**src/include/glb_settings.svh**
```systemverilog
////////////////////////////////////////
// sizes are fixed by the address layout
// GLB_ADDR_WIDTH = 1 + tile bits + word bits
////////////////////////////////////////
`ifndef GLB_SETTINGS_SVH
`define GLB_SETTINGS_SVH

// one bank per tile
`define GLB_NUM_TILES 4

// bank word and stream word
`define GLB_BANK_DATA_WIDTH 64
`define GLB_CGRA_DATA_WIDTH 16

// bank word width over stream word width
`define GLB_WORDS_PER_PACK 4

// 256 words per bank
`define GLB_BANK_ADDR_WIDTH 8
`define GLB_TILE_SEL_WIDTH 2

// region bit, tile bits, word index
`define GLB_ADDR_WIDTH 11

`endif

```
**src/glb_pkg.sv**
```systemverilog
////////////////////////////////////////
// address views and stream register indices
// reg index 3 is unassigned and ignored on write
////////////////////////////////////////
`include "glb_settings.svh"

package glb_pkg;

    // stream register selected by the cfg view
    typedef enum logic [1:0] {
        REG_BASE  = 2'd0,
        REG_COUNT = 2'd1,
        REG_CLEAR = 2'd2
    } glb_reg_e;

    // one processor word address
    // region 0 is bank memory and region 1 the stream registers
    typedef union packed {
        struct packed {
            logic                               region;
            logic [`GLB_TILE_SEL_WIDTH-1:0]     tile;
            logic [`GLB_BANK_ADDR_WIDTH-1:0]    word;
        } mem;
        struct packed {
            logic                               region;
            logic [`GLB_TILE_SEL_WIDTH-1:0]     tile;
            // padding up to the reg field
            logic [`GLB_BANK_ADDR_WIDTH-3:0]    unused;
            glb_reg_e                           reg_idx;
        } cfg;
    } glb_addr_u;

endpackage

```
**src/glb_proc_router.sv**
```systemverilog
////////////////////////////////////////
// strobes have no back-pressure and one request is taken per cycle
// writes land one cycle after the strobe and reads return two after
////////////////////////////////////////
`timescale 1ns/10ps
`include "glb_settings.svh"

module glb_proc_router (
    input  logic                                clk,
    input  logic                                rst,
    input  logic                                wr_en,
    input  logic [`GLB_BANK_DATA_WIDTH/8-1:0]   wr_strb,
    input  glb_pkg::glb_addr_u                  wr_addr,
    input  logic [`GLB_BANK_DATA_WIDTH-1:0]     wr_data,
    input  logic                                rd_en,
    input  glb_pkg::glb_addr_u                  rd_addr,
    output logic [`GLB_BANK_DATA_WIDTH-1:0]     rd_data,
    output logic                                bank_wr_en [`GLB_NUM_TILES],
    output logic [`GLB_BANK_DATA_WIDTH/8-1:0]   bank_wr_strb,
    output logic [`GLB_BANK_ADDR_WIDTH-1:0]     bank_wr_addr,
    output logic [`GLB_BANK_DATA_WIDTH-1:0]     bank_wr_data,
    output logic                                bank_rd_en [`GLB_NUM_TILES],
    output logic [`GLB_BANK_ADDR_WIDTH-1:0]     bank_rd_addr,
    input  logic [`GLB_BANK_DATA_WIDTH-1:0]     bank_rd_data [`GLB_NUM_TILES],
    output logic                                reg_wr_en [`GLB_NUM_TILES],
    output glb_pkg::glb_reg_e                   reg_sel,
    output logic [`GLB_BANK_DATA_WIDTH-1:0]     reg_wr_data,
    input  logic                                status_done [`GLB_NUM_TILES]
);
    import glb_pkg::*;

    logic [`GLB_BANK_DATA_WIDTH-1:0]    wr_data_q;

    // read request stage
    logic                               rd_vld_q;
    logic                               rd_region_q;
    logic [`GLB_TILE_SEL_WIDTH-1:0]     rd_tile_q;
    logic                               rd_status_q;

    // return stage, selects what drives rd_data
    logic                               ret_region;
    logic [`GLB_TILE_SEL_WIDTH-1:0]     ret_tile;
    logic                               ret_status;

    // per-tile strobes
    always_ff @(posedge clk) begin
        if (rst) begin
            for (int t = 0; t < `GLB_NUM_TILES; t++) begin
                bank_wr_en[t] <= 1'b0;
                bank_rd_en[t] <= 1'b0;
                reg_wr_en[t]  <= 1'b0;
            end
        end else begin
            for (int t = 0; t < `GLB_NUM_TILES; t++) begin
                bank_wr_en[t] <= wr_en && !wr_addr.mem.region
                                 && int'(wr_addr.mem.tile) == t;
                reg_wr_en[t]  <= wr_en && wr_addr.cfg.region
                                 && int'(wr_addr.cfg.tile) == t;
                bank_rd_en[t] <= rd_en && !rd_addr.mem.region
                                 && int'(rd_addr.mem.tile) == t;
            end
        end
    end

    // request payload
    always_ff @(posedge clk) begin
        if (wr_en) begin
            bank_wr_strb <= wr_strb;
            bank_wr_addr <= wr_addr.mem.word;
            reg_sel      <= wr_addr.cfg.reg_idx;
            wr_data_q    <= wr_data;
        end
        if (rd_en) begin
            bank_rd_addr <= rd_addr.mem.word;
            rd_region_q  <= rd_addr.mem.region;
            rd_tile_q    <= rd_addr.mem.tile;
            // done of the addressed tile at request time
            rd_status_q  <= status_done[rd_addr.cfg.tile];
        end
    end

    // bank and register writes share one data register
    assign bank_wr_data = wr_data_q;
    assign reg_wr_data  = wr_data_q;

    // idles on the status view so rd_data is zero out of reset
    always_ff @(posedge clk) begin
        if (rst) begin
            rd_vld_q   <= 1'b0;
            ret_region <= 1'b1;
            ret_tile   <= '0;
            ret_status <= 1'b0;
        end else begin
            rd_vld_q <= rd_en;
            if (rd_vld_q) begin
                ret_region <= rd_region_q;
                ret_tile   <= rd_tile_q;
                ret_status <= rd_status_q;
            end
        end
    end

    // bank outputs hold between reads so the mux holds too
    assign rd_data = ret_region ? {{(`GLB_BANK_DATA_WIDTH-1){1'b0}}, ret_status}
                                : bank_rd_data[ret_tile];

endmodule

```
**config.mk**
```make
export PLATFORM = sky130hd
export DESIGN_NAME = glb_proc_router
export DESIGN_NICKNAME = d
export VERILOG_FILES = /design/src/glb_pkg.sv /design/src/glb_proc_router.sv
export VERILOG_INCLUDE_DIRS = /design/src /design/src/include
export SDC_FILE = /design/constraint.sdc
export NUM_CORES = 1
export LEC_CHECK = 0
export BUFFER_PORTS_ARGS = -buffer_cell sky130_fd_sc_hd__buf_2
export CAP_MARGIN = 20
export CORE_AREA = 2 2 228 230
export CTS_BUF_LIST = sky130_fd_sc_hd__clkbuf_2 sky130_fd_sc_hd__clkbuf_4 sky130_fd_sc_hd__clkbuf_8
export DETAILED_ROUTE_END_ITERATION = 8
export DIE_AREA = 0 0 230 232
export SLEW_MARGIN = 0
export SYNTH_ARGS = -nofsm -noshare
export SYNTH_HDL_FRONTEND = slang
export SYNTH_SLANG_ARGS = --single-unit
```
**constraint.sdc**
```tcl
create_clock -name clk -period 5.9 [get_ports clk]
set_clock_uncertainty 0.2 [all_clocks]
set_input_delay 1.475 -clock clk [delete_from_list [all_inputs] [get_ports clk]]
set_output_delay 1.475 -clock clk [all_outputs]
set_load 0.03 [all_outputs]
```
==> summary.txt <==
Floorplan
  • Floorplan die area: 53400 um2
  • Initial standard-cell utilization of the core: 11.4%
  • Number of placed I/O pins: 588
  • Horizontal die dimension: 230 um
  • Height of the die: 232 um
  • Placeable core area: 50900 um2
  • Site Rows: 83

Timing
  • Highest achievable clock rate: 233 MHz
  • Fin crit share: 72.8%
  • Setup TNS after final layout: 0 ns
  • RSZ-0062 raised after global routing: no
  • Shortest period the worst path allows: 4.30 ns
  • Number of setup violations in the final report: 0
  • Fin. Hold Viols: 0
  • Worst slew margin relative to its limit: 37.1%
  • Max Slew Vio Count: 0
  • Final worst setup slack: 1.60 ns
  • Worst-margin pin slew: 0.944 ns

Worst setup path
  • Endpoint of the most critical register-to-register path: ret_tile[0]$_SDFFE_PP0P_
  • Nature of the critical path startpoint: flop
  • WP data required: 4.22 ns
  • WS Path Type: flop to primary output
  • Register-to-Register Setup Slack: 4.21 ns
  • Arrival time at the worst endpoint: 2.62 ns
  • Worst r2r src: ret_tile[0]$_SDFFE_PP0P_
  • Max FO, Critical Path: 35
  • Cell count of the worst reg-to-reg path: 3
  • Capturing element type of the critical path: primary output

Global routing
  • Number of global-route vias before repair: 5531
  • Maximum number of pins on one net before global-route repair: 67
  • Global-route wire length before repair: 42.1 mm
  • Overall Global Routing Usage: 11.6%
  • Global route overflow: 0
  • Number of antenna violations at the first check in global routing: 31

Finish
  • Footprint of the multi-input gates: 2030 um2
  • Fraction of final layout cells sized beyond drive strength 1: 76.7%
  • Filler Cells Inserted: 5598
  • Layout Nets: 1231
  • Area delta synth->final: 57.9%
  • Register Area: 3110 um2
  • Final design area excluding fillers: 9180 um2
  • Utilization of the core after routing: 18.0%

Power
  • LEAKAGE: 0.00417 uW
  • Pwr Total: 2020 uW
  • Peak supply drop: 0.000211 V
  • Power per cell area: 220 nW/um2

Route
  • Routed wire per std cell: 20.8 um
  • Routed vias: 5476
  • Drt first pass iters: 4
  • DRC errors left: 0
  • First-iteration detailed-routing DRC count: 161
  • Total wire length after detailed routing: 32.6 mm
  • Antenna violation net count after detailed routing: 0
  • Avg Vias per Cell: 3.49

Placed design
  • Post-Place Cell Area: 8970 um2
  • Hpwl dp: 28.1 mm
  • PortBufs: 587
  • Weighted congestion at the end of routability-driven global placement: 0.947
  • Pre-CTS WS: 1.61 ns

Clock network
  • Total number of H-tree levels: 3
  • Cts repair resizes: 0
  • Buffers inserted by post-CTS timing repair: 0
  • Number of buffers on the longest clock path: 2
  • Clock root buffer master: clkbuf_8
  • Insertion delay to the later sink of the worst-skew pair: 0.40 ns
  • Count of hold-fix buffers inserted at cts: 0
  • Clock tree from TritonCTS: yes
  • CTS Buf Count: 9
  • Clock Sinks: 109
  • Clock-pin slew on the worst setup and hold paths: 0.11 ns

Yosys
  • Synthesized netlist net count: 720
  • Synth warnings: 0
  • Share of synthesized area occupied by flip-flops and latches: 53.4%
  • Syn Std Cell Area: 5820 um2
  • Post-synthesis sequential element count: 109
  • Mean Syn Cell Area: 16.1 um2
  • Count of distinct cell types in the synthesized netlist: 26
  • Cell count after synthesis: 362

Job
  • Max-cap violation count: 0

Min path
  • Hold path startpoint: rd_region_q$_DFFE_PP_
  • Endpoint of the worst hold path: ret_region$_SDFFE_PP1P_
  • Cell count of the worst hold path: 2
  • Hold Path Class: flop to flop

Outcome
  • Status: finished clean
[state kept, by name, indices dropped and copies added, names as in the netlist]
name / cells
ret_tile: 2
rd_tile_q: 2
ret_status: 1
bank_wr_strb: 8
rd_region_q: 1
bank_rd_addr: 8
bank_wr_data: 64
rd_status_q: 1
bank_wr_en: 4
bank_wr_addr: 8
reg_wr_en: 4
bank_rd_en: 4
rd_vld_q: 1
ret_region: 1
[final cells by class]
class                      instances  area share [%]
inverter                           2          0.0818
sequential                       109            33.9
tap                              680            9.27
clock buffer                      11            1.65
antenna                            9           0.245
clock inverter                     5           0.436
timing repair buffer             590            32.3
multi-input combinational        161            22.2
[cell families after synthesis]
group | Yosys count | share of synthesized area, %
DFF | 109 | 53.4
buffers and inverters | 92 | 11.7
AOI/OAI and AO/OA | 3 | 0.430
muxes | 68 | 25.5
and+or+nand+nor | 90 | 9.08
[critical path, stage by stage (launching register included)]
cell and delay [ns]:
dfxtp_4 0.77, buf_4 0.45, mux4_2 0.57, and2_1 0.18
buf_2 0.19
[per-stage QoR]
stage,std cells,hold slack [ns]
after CTS,1558,0.313
after detailed placement,1542,0.284
after floorplan,362,0.239
after global routing,1563,0.345
after global placement,1542,0.255
final,1567,0.305
[power breakdown]
part | total (uW) | switching, uW | internal [uW]
Clock | 469 | 287 | 182
Sequential | 941 | 45.2 | 896
Combinational | 614 | 378 | 235
[placed cells by master, fill, tap and decap left out, types with 2 or more instances in the layout]
cell type / Yosys / layout
and2_1: 63 / 63
buf_2: 5 / 586
buf_4: 69 / 4
clkbuf_8: 0 / 11
dfxtp_1: 17 / 15
dfxtp_4: 0 / 2
diode_2: 0 / 9
edfxtp_1: 92 / 92
inv_6: 0 / 3
mux2i_1: 4 / 4
mux4_2: 64 / 64
nand2_1: 4 / 4
nor2_1: 12 / 12
nor2b_1: 2 / 2
nor3b_1: 2 / 2
nor4_1: 2 / 2
[worst max path at each step]
stage	start	slack (ns)	to
after CTS	ret_tile[0]$_SDFFE_PP0P_	1.47	rd_data[3]
after detailed placement	bank_rd_data[192]	1.61	rd_data[0]
after global routing	ret_tile[0]$_SDFFE_PP0P_	1.40	rd_data[3]
after global placement	bank_rd_data[192]	1.60	rd_data[0]
final	ret_tile[0]$_SDFFE_PP0P_	1.60	rd_data[54]
after floorplan	bank_rd_data[192]	1.76	rd_data[0]
[synth_stat cells, drive strengths merged]
library cell	number	share of area, %
nand3b	1	0.13
nor2	12	0.77
nand3	1	0.086
nand2b	1	0.11
mux4	64	25
clkbuf	9	0.58
edfxtp	92	48
o211ai	1	0.13
nor4	2	0.22
and3	1	0.11
inv	2	0.13
and3b	1	0.15
nor2b	2	0.22
nand2	4	0.26
mux2i	4	0.69
nor3b	2	0.26
a311oi	1	0.15
and2	63	6.8
dfxtp	17	5.9
buf	81	11
a2111oi	1	0.15
[layer usage]
| layer | vias to the layer above | wire [um] | share of wire (%) | global-route usage (%) |
|---|---|---|---|---|
| li1 | 2343 | - | - | - |
| met1 | 2632 | 11400 | 35 | 12.0 |
| met2 | 405 | 17100 | 53 | 21.8 |
| met3 | 82 | 2850 | 8.7 | 3.59 |
| met4 | 14 | 1170 | 3.6 | 4.07 |
| met5 | - | 82 | 0.25 | 0 |
Note: power is estimated with default switching activity, not from simulation.
