$ cat src/include/glb_settings.svh
////////////////////////////////////////
// sizes are fixed by the address layout
// GLB_ADDR_WIDTH = 1 + tile bits + word bits
////////////////////////////////////////
`ifndef GLB_SETTINGS_SVH
`define GLB_SETTINGS_SVH

// one bank per tile
`define GLB_NUM_TILES 4

// bank word and stream word
`define GLB_BANK_DATA_WIDTH 64
`define GLB_CGRA_DATA_WIDTH 16

// bank word width over stream word width
`define GLB_WORDS_PER_PACK 4

// 256 words per bank
`define GLB_BANK_ADDR_WIDTH 8
`define GLB_TILE_SEL_WIDTH 2

// region bit, tile bits, word index
`define GLB_ADDR_WIDTH 11

`endif

$ cat src/glb_pkg.sv
////////////////////////////////////////
// address views and stream register indices
// reg index 3 is unassigned and ignored on write
////////////////////////////////////////
`include "glb_settings.svh"

package glb_pkg;

    // stream register selected by the cfg view
    typedef enum logic [1:0] {
        REG_BASE  = 2'd0,
        REG_COUNT = 2'd1,
        REG_CLEAR = 2'd2
    } glb_reg_e;

    // one processor word address
    // region 0 is bank memory and region 1 the stream registers
    typedef union packed {
        struct packed {
            logic                               region;
            logic [`GLB_TILE_SEL_WIDTH-1:0]     tile;
            logic [`GLB_BANK_ADDR_WIDTH-1:0]    word;
        } mem;
        struct packed {
            logic                               region;
            logic [`GLB_TILE_SEL_WIDTH-1:0]     tile;
            // padding up to the reg field
            logic [`GLB_BANK_ADDR_WIDTH-3:0]    unused;
            glb_reg_e                           reg_idx;
        } cfg;
    } glb_addr_u;

endpackage

$ cat src/glb_stream_writer.sv
////////////////////////////////////////
// packs four stream words per bank word with word 0 lowest
// a count of zero leaves the tile unarmed
////////////////////////////////////////
`timescale 1ns/10ps
`include "glb_settings.svh"

module glb_stream_writer (
    input  logic                                clk,
    input  logic                                rst,
    input  logic                                reg_wr_en,
    input  glb_pkg::glb_reg_e                   reg_sel,
    input  logic [`GLB_BANK_DATA_WIDTH-1:0]     reg_wr_data,
    input  logic [`GLB_CGRA_DATA_WIDTH-1:0]     stream_data,
    input  logic                                stream_valid,
    output logic                                pack_wr_en,
    output logic [`GLB_BANK_ADDR_WIDTH-1:0]     pack_wr_addr,
    output logic [`GLB_BANK_DATA_WIDTH-1:0]     pack_wr_data,
    output logic                                done
);
    import glb_pkg::*;

    logic [`GLB_BANK_ADDR_WIDTH-1:0]                        base_q;
    logic [`GLB_BANK_ADDR_WIDTH:0]                          count_q;
    logic                                                   armed;
    logic [`GLB_BANK_DATA_WIDTH-`GLB_CGRA_DATA_WIDTH-1:0]   pack_sr;
    logic [$clog2(`GLB_WORDS_PER_PACK)-1:0]                 pack_cnt;
    logic [`GLB_BANK_ADDR_WIDTH:0]                          pack_num;
    logic [`GLB_BANK_ADDR_WIDTH-1:0]                        wr_ptr;
    logic                                                   arm;
    logic                                                   clear;
    logic                                                   accept;
    logic                                                   word_last;
    logic                                                   pack_last;

    assign arm   = reg_wr_en && reg_sel == REG_COUNT;
    assign clear = reg_wr_en && reg_sel == REG_CLEAR;

    // arming or clearing in the same cycle drops the stream word
    assign accept    = stream_valid && armed && !done && !arm && !clear;
    assign word_last = int'(pack_cnt) == `GLB_WORDS_PER_PACK - 1;
    assign pack_last = pack_num == count_q - 1'b1;

    always_ff @(posedge clk) begin
        if (rst) begin
            base_q     <= '0;
            count_q    <= '0;
            armed      <= 1'b0;
            done       <= 1'b0;
            pack_cnt   <= '0;
            pack_num   <= '0;
            wr_ptr     <= '0;
            pack_wr_en <= 1'b0;
        end else begin
            pack_wr_en <= 1'b0;
            if (reg_wr_en && reg_sel == REG_BASE) begin
                base_q <= reg_wr_data[`GLB_BANK_ADDR_WIDTH-1:0];
            end
            // restart from base with an empty pack
            if (arm) begin
                count_q  <= reg_wr_data[`GLB_BANK_ADDR_WIDTH:0];
                armed    <= |reg_wr_data[`GLB_BANK_ADDR_WIDTH:0];
                wr_ptr   <= base_q;
                pack_cnt <= '0;
                pack_num <= '0;
            end
            if (clear) begin
                armed <= 1'b0;
                done  <= 1'b0;
            end
            if (accept) begin
                pack_cnt <= pack_cnt + 1'b1;
                if (word_last) begin
                    pack_cnt   <= '0;
                    pack_wr_en <= 1'b1;
                    wr_ptr     <= wr_ptr + 1'b1;
                    pack_num   <= pack_num + 1'b1;
                    // sticky until REG_CLEAR
                    if (pack_last) begin
                        done <= 1'b1;
                    end
                end
            end
        end
    end

    // newest word enters at the top and shifts down
    always_ff @(posedge clk) begin
        if (accept) begin
            pack_sr <= {stream_data,
                        pack_sr[`GLB_BANK_DATA_WIDTH-`GLB_CGRA_DATA_WIDTH-1:`GLB_CGRA_DATA_WIDTH]};
            if (word_last) begin
                pack_wr_addr <= wr_ptr;
                pack_wr_data <= {stream_data, pack_sr};
            end
        end
    end

endmodule

$ cat config.mk
export PLATFORM = sky130hd
export DESIGN_NAME = glb_stream_writer
export DESIGN_NICKNAME = d
export VERILOG_FILES = /design/src/glb_pkg.sv /design/src/glb_stream_writer.sv
export VERILOG_INCLUDE_DIRS = /design/src /design/src/include
export SDC_FILE = /design/constraint.sdc
export NUM_CORES = 1
export LEC_CHECK = 0
export BUFFER_PORTS_ARGS = -buffer_cell sky130_fd_sc_hd__buf_4
export CORE_MARGIN = 8
export CORE_UTILIZATION = 45
export CTS_CLUSTER_DIAMETER = 30
export DETAILED_ROUTE_END_ITERATION = 10
export PLACE_DENSITY = 0.82
export SYNTH_ARGS = -nofsm -noshare
export SYNTH_HDL_FRONTEND = slang
export SYNTH_SLANG_ARGS = --single-unit
$ cat constraint.sdc
create_clock -name clk -period 1.9 [get_ports clk]
set_input_delay 0 -clock clk [delete_from_list [all_inputs] [get_ports clk]]
set_output_delay 0 -clock clk [all_outputs]
set_load 0.01 [all_outputs]
==> flow_summary.json, run 1 <==
{
  "min-delay-path-class": "in -> reg",
  "final.setup.worst_slack_ns": 0.158,
  "drt_pass1_iterations": 4,
  "antenna_violating_nets_post_route": 0,
  "area_share_of_the_largest_cell_type_after_synthesis_pct": 63.8,
  "dp.cells": 645,
  "numCtsBuffers": 17,
  "crit_chain": "inv_1 > ha_1 > nor3b_2 > o21ai_0 > nor4b_1 > a31oi_1 > o21ai_0 > a41o_1",
  "ff_to_ff_end": "done$_SDFF_PP0_",
  "synth.cell_area_mm2": 0.00565,
  "cts_tree": "done",
  "post_synth_num_cell_types": 48,
  "maxSlewViolCount": 0,
  "mappedNetlistNets": 460,
  "p_r_area_growth_vs_syn_pct": 35.3,
  "finalClockSkew_ns": 0.00807,
  "share_of_layout_cells_above_drive_strength_1_pct": 30.1,
  "period_share_pct": 91.7,
  "final_cell_area_mm2": 0.00764,
  "rows": 41,
  "r2r_cells": 8,
  "critical_path_required_ns": 2.21,
  "worst_path_arrival_ns": 2.05,
  "worst_pin_slew_ns": 0.414,
  "cap_viol_max_count": 0,
  "detail_route.vias_per_cell": 4.99,
  "initial_core_util_pct": 45.5,
  "grt_antenna_before_repair": 2,
  "clk-insertion-delay-late_ns": 0.42,
  "final-setup-viol-count": 0,
  "die_height_um": 128,
  "synthFlopType": "sky130_fd_sc_hd__edfxtp_1",
  "min_period_ns": 1.74,
  "grt_start_max_net_pins": 49,
  "switching_share_pct": 20.1,
  "io_pins": 160,
  "routabilityCongestion": 0.814,
  "cts.sink_count": 159,
  "place_hpwl_um": 7880,
  "internal_power_mw": 5.83,
  "post-place-ws_ns": 0.149,
  "slew_headroom_pct": 72.4,
  "synth-async-reset-ratio_pct": 0,
  "synth_seq_area_share_pct": 77.6,
  "start_kind": "flop",
  "crit_slowest_cell": "sky130_fd_sc_hd__dfxtp_2",
  "seq_power_share_pct": 51.8,
  "timing.setup.critical_path_class": "reg -> reg",
  "yosys-top-cells-area": "sky130_fd_sc_hd__edfxtp_1 (64%), sky130_fd_sc_hd__dfxtp_1 (14%), sky130_fd_sc_hd__nand2_1 (2.4%)",
  "count_of_unresolved_drc_violations_after_routing": 0,
  "run_status": "finished clean",
  "cell_taking_the_most_area_after_synthesis": "sky130_fd_sc_hd__edfxtp_1",
  "ys.warnings.count": 0,
  "final_nets": 616,
  "clock_tree.root_cell": "sky130_fd_sc_hd__clkbuf_16",
  "synth-seq-cells": 159,
  "final-instance-count-excl-fill": 713,
  "cp_max_fo": 5,
  "synth_area_per_cell_um2": 15.3,
  "floorplan.die_area_mm2": 0.0164,
  "rsz0062_at_grt": "false",
  "grt_remaining_overflow": 0,
  "globalRouteTotalUtil_pct": 15.2,
  "p_switching_mw": 1.46,
  "hold_start": "stream_valid",
  "hold_path_depth": 4,
  "layout.core_utilization_pct": 61.6,
  "clock_tree.buffer_depth": 2,
  "timing.critical_path.max_delay_family": "compound AO/OA/AOI/OAI gates",
  "share_comb_of_total_power_pct": 3.8,
  "grt_pass1_vias": 3703,
  "cts-htree-levels": 4,
  "global_route_wire_length_before_repair_um": 18900,
  "cp-end-kind": "flop",
  "highest_clock_frequency_the_design_can_meet_ghz": 0.574,
  "critical_path.most_common_cell": "sky130_fd_sc_hd__o21ai_0",
  "drt_wl_total_um": 11900,
  "fin_tns_setup_ns": 0,
  "number_of_flops_mapped_to_enable_cells_by_yosys": 120,
  "p_leak_nw": 2.83,
  "totalPowerFinal_mw": 7.29,
  "syn-instance-count": 370,
  "placement.io_buffers": 104,
  "clkSlewWorstSetupHoldPaths_ns": 0.06,
  "cp.buffers_inverters": 1,
  "drt_first_iter_violations": 186,
  "via_count": 3558,
  "regToRegSetupSlack_ns": 0.16,
  "worst_hold_slack_ns": 0.145,
  "rr_startpoint": "count_q[1]$_SDFFE_PP0P_",
  "finalHoldViolCount": 0,
  "worst_hold_path.endpoint": "pack_wr_en$_SDFF_PP0_",
  "core_region_area_mm2": 0.0124,
  "cellPowerDensity_mw_per_mm2": 953,
  "crit_path_max_incr_delay_ns": 0.35,
  "fp.dieW_um": 128,
  "dpl-instance-area_mm2": 0.00672,
  "ir_drop_mv": 0.505,
  "power.share.clock_pct": 44.4,
  "route.detailed.wl_per_inst_um": 16.8
}
kinds of logic (layout without fill, tap and decap cells):
logic type | count (synthesis) | in the layout | synth area share (%)
adders and majority gates | 4 | 4 | 0.886
DFF | 159 | 159 | 77.6
AOI/OAI and AO/OA | 56 | 56 | 6.07
muxes | 8 | 8 | 1.42
and+or+nand+nor | 109 | 109 | 9.83
other | 0 | 2 | 0
buffers and inverters | 20 | 189 | 1.88
xor gates and xnor gates | 14 | 14 | 2.30
repair_timing:
item                                   in CTS  in global routing
setup buffers                               0                  0
hold buffers                               34                  0
setup endpoints to repair                   0                  5
resized for setup                           0                  3
endpoints found under the hold margin      62                  0
worst reg2reg max path, cell delays in order, from the launching register on:
cell and delay [ns]:
sky130_fd_sc_hd__dfxtp_2 0.35, sky130_fd_sc_hd__inv_1 0.06, sky130_fd_sc_hd__ha_1 0.14, sky130_fd_sc_hd__nor3b_2 0.33
sky130_fd_sc_hd__o21ai_0 0.14, sky130_fd_sc_hd__nor4b_1 0.16, sky130_fd_sc_hd__a31oi_1 0.15, sky130_fd_sc_hd__o21ai_0 0.10
sky130_fd_sc_hd__a41o_1 0.21
cell usage in the layout, fill, tap and decap left out, types with 5 or more instances in the layout:
cell,count
sky130_fd_sc_hd__a21oi_1,24
sky130_fd_sc_hd__buf_4,112
sky130_fd_sc_hd__clkbuf_16,17
sky130_fd_sc_hd__clkinv_2,5
sky130_fd_sc_hd__dfxtp_1,38
sky130_fd_sc_hd__dlygate4sd3_1,34
sky130_fd_sc_hd__edfxtp_1,120
sky130_fd_sc_hd__inv_1,5
sky130_fd_sc_hd__mux2i_1,8
sky130_fd_sc_hd__nand2_1,36
sky130_fd_sc_hd__nand3_1,13
sky130_fd_sc_hd__nor2_1,25
sky130_fd_sc_hd__nor3_1,9
sky130_fd_sc_hd__o21ai_0,15
sky130_fd_sc_hd__xnor2_1,7
sky130_fd_sc_hd__xor2_1,6
synth_stat cells, types with 2 or more instances:
library cell,n
sky130_fd_sc_hd__clkbuf_1,4
sky130_fd_sc_hd__nor2_1,25
sky130_fd_sc_hd__nor2b_1,3
sky130_fd_sc_hd__xor2_1,6
sky130_fd_sc_hd__nand3_1,13
sky130_fd_sc_hd__ha_1,4
sky130_fd_sc_hd__buf_2,3
sky130_fd_sc_hd__o21ai_0,16
sky130_fd_sc_hd__a31oi_1,4
sky130_fd_sc_hd__or3_1,2
sky130_fd_sc_hd__or4_1,2
sky130_fd_sc_hd__nor3b_1,3
sky130_fd_sc_hd__nor3_2,2
sky130_fd_sc_hd__inv_1,6
sky130_fd_sc_hd__edfxtp_1,120
sky130_fd_sc_hd__buf_6,3
sky130_fd_sc_hd__nor3_1,9
sky130_fd_sc_hd__dfxtp_1,39
sky130_fd_sc_hd__nand2_1,36
sky130_fd_sc_hd__mux2i_1,8
sky130_fd_sc_hd__nor4_1,3
sky130_fd_sc_hd__xnor2_1,7
sky130_fd_sc_hd__a21oi_1,24
sky130_fd_sc_hd__a221oi_1,4
sequential cells by signal (all words and copies together) (netlist names):
signal	cells
armed	1
base_q	8
count_q	9
done	1
pack_cnt	2
pack_num	9
pack_sr	48
pack_wr_addr	8
pack_wr_data	64
pack_wr_en	1
wr_ptr	8
metal layers:
metal | up-vias | part of all wire [%] | track usage (%)
met3 | 15 | 6.3 | 6.32
met1 | 1735 | 40 | 16.2
li1 | 1698 | - | -
met2 | 110 | 52 | 26.0
met5 | - | 0 | 0
met4 | 0 | 1.5 | 6.29
final cells by class:
| cell class | count | area [um2] |
|---|---|---|
| multi-input cells | 191 | 1170 |
| repair buffers | 150 | 1260 |
| well taps | 172 | 215 |
| flip-flops and latches | 159 | 4390 |
| inverters | 7 | 32.5 |
| clock inverters | 14 | 143 |
| diodes | 2 | 5.00 |
| fillers | 898 | 4770 |
| clock buffers | 18 | 429 |
power groups by stage:
| stage | clock network (mW) | logic [mW] | registers [mW] |
|---|---|---|---|
| 2_1_floorplan | 0 | 0.117 | 3.84 |
| 3_3_place_gp | 0 | 0.202 | 3.84 |
| 4_1_cts | 3.32 | 0.266 | 3.77 |
| 3_5_place_dp | 0 | 0.212 | 3.85 |
| 6_report | 3.24 | 0.273 | 3.78 |
| 5_1_grt | 3.47 | 0.297 | 3.78 |
how the worst max path moves through the flow:
stage | startpoint | to | slack [ns] | depth (start not counted)
2_1_floorplan | done$_SDFF_PP0_ | pack_sr[0]$_DFFE_PP_ | 0.08 | 3
3_3_place_gp | count_q[1]$_SDFFE_PP0P_ | done$_SDFF_PP0_ | 0.19 | 8
3_5_place_dp | count_q[0]$_SDFFE_PP0P_ | done$_SDFF_PP0_ | 0.15 | 7
4_1_cts | count_q[0]$_SDFFE_PP0P_ | done$_SDFF_PP0_ | 0.13 | 7
5_1_grt | count_q[1]$_SDFFE_PP0P_ | done$_SDFF_PP0_ | 0.04 | 8
6_report | count_q[1]$_SDFFE_PP0P_ | done$_SDFF_PP0_ | 0.16 | 8
Note: power is estimated with default switching activity, not from simulation.
==> inputs of run 2 (changes only) <==
--- a/config.mk
+++ b/config.mk
@@ -8,10 +8,10 @@
 export LEC_CHECK = 0
 export BUFFER_PORTS_ARGS = -buffer_cell sky130_fd_sc_hd__buf_4
 export CORE_MARGIN = 8
-export CORE_UTILIZATION = 45
+export CORE_UTILIZATION = 46
 export CTS_CLUSTER_DIAMETER = 30
 export DETAILED_ROUTE_END_ITERATION = 10
-export PLACE_DENSITY = 0.82
+export PLACE_DENSITY = 0.84
 export SYNTH_ARGS = -nofsm -noshare
 export SYNTH_HDL_FRONTEND = slang
 export SYNTH_SLANG_ARGS = --single-unit
==> run 2 against run 1 <==
Net effect:
- die area shrank 1.9%
- sequential cell count stayed put
- critical endpoint unchanged
- largest power group unchanged
- register-to-register slack worse by 0.03 ns
==> flow_summary.json, run 2 (same netlist as run 1, synthesis figures left out) <==
{
  "routabilityCongestion": 0.887,
  "globalRouteTotalUtil_pct": 15.0,
  "cts-htree-levels": 4,
  "final.setup.worst_slack_ns": 0.125,
  "min_period_ns": 1.77,
  "internal_power_mw": 5.96,
  "final_cell_mix": "sky130_fd_sc_hd__edfxtp_1 (120), sky130_fd_sc_hd__buf_4 (108), sky130_fd_sc_hd__dfxtp_1 (38), sky130_fd_sc_hd__nand2_1 (34), sky130_fd_sc_hd__dlygate4sd3_1 (32)",
  "final_cell_area_mm2": 0.00763,
  "fillers": 898,
  "power.share.clock_pct": 45.4,
  "worst_hold_slack_ns": 0.219,
  "numCtsBuffers": 17,
  "final-setup-viol-count": 0,
  "antenna-diode-count": 0,
  "cts_tree": "done",
  "worst_hold_path.endpoint": "pack_cnt[1]$_SDFFE_PP0P_",
  "rows": 40,
  "final_common_cell": "sky130_fd_sc_hd__edfxtp_1",
  "floorplan.die_area_mm2": 0.0161,
  "die_height_um": 127,
  "grt_pass1_vias": 3568,
  "share_of_layout_cells_above_drive_strength_1_pct": 30.1,
  "core_region_area_mm2": 0.0120,
  "finalHoldViolCount": 0,
  "place_hpwl_um": 7650,
  "seq_power_share_pct": 50.9,
  "final_nets": 612,
  "r2r_cells": 8,
  "timing.setup.critical_path_class": "reg -> reg",
  "maxSlewViolCount": 0,
  "grt_remaining_overflow": 0,
  "placement.io_buffers": 104,
  "route.detailed.wl_per_inst_um": 17.2,
  "detail_route.vias_per_cell": 5.22,
  "p_leak_nw": 2.81,
  "share_comb_of_total_power_pct": 3.7,
  "fin_tns_setup_ns": 0,
  "total_area_of_multi_input_combinational_cells_mm2": 0.00119,
  "p_switching_mw": 1.46,
  "cap_viol_max_count": 0,
  "worst_path_arrival_ns": 2.14,
  "critical_path_required_ns": 2.26,
  "regToRegSetupSlack_ns": 0.13,
  "clock_tree.buffer_depth": 2,
  "ir_drop_mv": 0.504,
  "clk-insertion-delay-late_ns": 0.41,
  "grt_start_max_net_pins": 40,
  "cp_max_fo": 5,
  "worst_pin_slew_ns": 0.468,
  "drt_pass1_iterations": 4,
  "initial_core_util_pct": 47.0,
  "min-delay-path-class": "in -> reg",
  "global_route_wire_length_before_repair_um": 18600,
  "p_r_area_growth_vs_syn_pct": 35.1,
  "reg_top3": "pack_wr_data x64, pack_sr x48",
  "io_pins": 160,
  "period_share_pct": 93.4,
  "rr_startpoint": "count_q[1]$_SDFFE_PP0P_",
  "finalClockSkew_ns": 0.00627,
  "start_kind": "flop",
  "hold_start": "stream_valid",
  "drt_wl_total_um": 11700,
  "highest_clock_frequency_the_design_can_meet_ghz": 0.564,
  "regArea_mm2": 0.00439,
  "largest_register_by_flop_count": "pack_wr_data",
  "slew_headroom_pct": 68.5,
  "rsz0062_at_grt": "false",
  "dpl-instance-area_mm2": 0.00668,
  "hold_path_depth": 5,
  "ff_to_ff_end": "done$_SDFF_PP0_",
  "via_count": 3563,
  "cts.sink_count": 159,
  "clkSlewWorstSetupHoldPaths_ns": 0.06,
  "largest_reg_flops": 64,
  "run_status": "finished clean",
  "switching_share_pct": 19.7,
  "antenna_violating_nets_post_route": 0,
  "fp.dieW_um": 127,
  "cp-end-kind": "flop",
  "post-place-ws_ns": 0.122,
  "count_of_unresolved_drc_violations_after_routing": 0,
  "cts.repair_timing.setup_buffer_count": 0,
  "grt_antenna_before_repair": 0,
  "clock_tree.root_cell": "sky130_fd_sc_hd__clkbuf_16",
  "cellPowerDensity_mw_per_mm2": 972,
  "drt_first_iter_violations": 294
}
==> run 2: cell count changes in the layout (fill, tap and decap cells not counted), moves of 2 or more <==
cell | before | now
sky130_fd_sc_hd__nand2_2 | 0 | 2
sky130_fd_sc_hd__dlygate4sd3_1 | 34 | 32
sky130_fd_sc_hd__nand2_1 | 36 | 34
sky130_fd_sc_hd__buf_4 | 112 | 108
sky130_fd_sc_hd__diode_2 | 2 | 0
sky130_fd_sc_hd__clkinvlp_4 | 2 | 4
sky130_fd_sc_hd__clkinv_2 | 5 | 2
==> run 2: timing repair <==
item,CTS,global route
endpoints found under the hold margin,57,0
gates resized for setup,0,8
endpoints found under the setup margin,0,8
hold buffers,32,0
==> run 2: power by group through the flow <==
stage	Sequential (mW)	Clock (mW)	Combinational, mW
2_1_floorplan	3.84	0	0.117
3_3_place_gp	3.84	0	0.205
4_1_cts	3.77	3.45	0.269
5_1_grt	3.78	3.60	0.302
6_report	3.77	3.37	0.275
3_5_place_dp	3.85	0	0.215
==> run 2: per-stage QoR <==
stage | total power, mW | util [%] | instances
global placement | 4.05 | 55.6 | 618
detailed placement | 4.06 | 55.6 | 618
global route | 7.68 | 63.5 | 682
floorplan | 3.96 | - | 370
finish | 7.42 | 63.5 | 682
CTS | 7.49 | 63.2 | 682
==> run 2: worst max-delay path, cell delays in order (launching register included) <==
cell	delay [ns]
sky130_fd_sc_hd__dfxtp_2	0.37
sky130_fd_sc_hd__inv_1	0.05
sky130_fd_sc_hd__ha_1	0.22
sky130_fd_sc_hd__nor3b_4	0.18
sky130_fd_sc_hd__or2_2	0.28
sky130_fd_sc_hd__a21oi_1	0.14
sky130_fd_sc_hd__o21ai_0	0.10
sky130_fd_sc_hd__o21ai_0	0.19
sky130_fd_sc_hd__a41o_1	0.18
==> run 2: metal layers <==
metal	GRT usage, %	part of all wire (%)
met5	0	0
met4	7.77	2.2
met3	3.81	6.1
met2	25.8	51
met1	16.8	41
==> run 2: area by class of cell <==
| class | instances | area share, % |
|---|---|---|
| Clock buffer | 18 | 5.62 |
| Clock inverter | 14 | 2.16 |
| Inverter | 7 | 0.426 |
| Multi-Input combinational cell | 191 | 15.6 |
| Sequential cell | 159 | 57.5 |
| Tap cell | 147 | 2.41 |
| Timing Repair Buffer | 146 | 16.3 |
==> run 2: worst max-delay path by stage <==
stage	end	startpoint	cells past startpoint
6_report	done$_SDFF_PP0_	count_q[1]$_SDFFE_PP0P_	8
3_3_place_gp	done$_SDFF_PP0_	count_q[1]$_SDFFE_PP0P_	8
2_1_floorplan	pack_sr[0]$_DFFE_PP_	done$_SDFF_PP0_	3
4_1_cts	done$_SDFF_PP0_	count_q[1]$_SDFFE_PP0P_	8
3_5_place_dp	done$_SDFF_PP0_	count_q[1]$_SDFFE_PP0P_	8
5_1_grt	count_q[0]$_SDFFE_PP0P_	reg_sel[1]	8
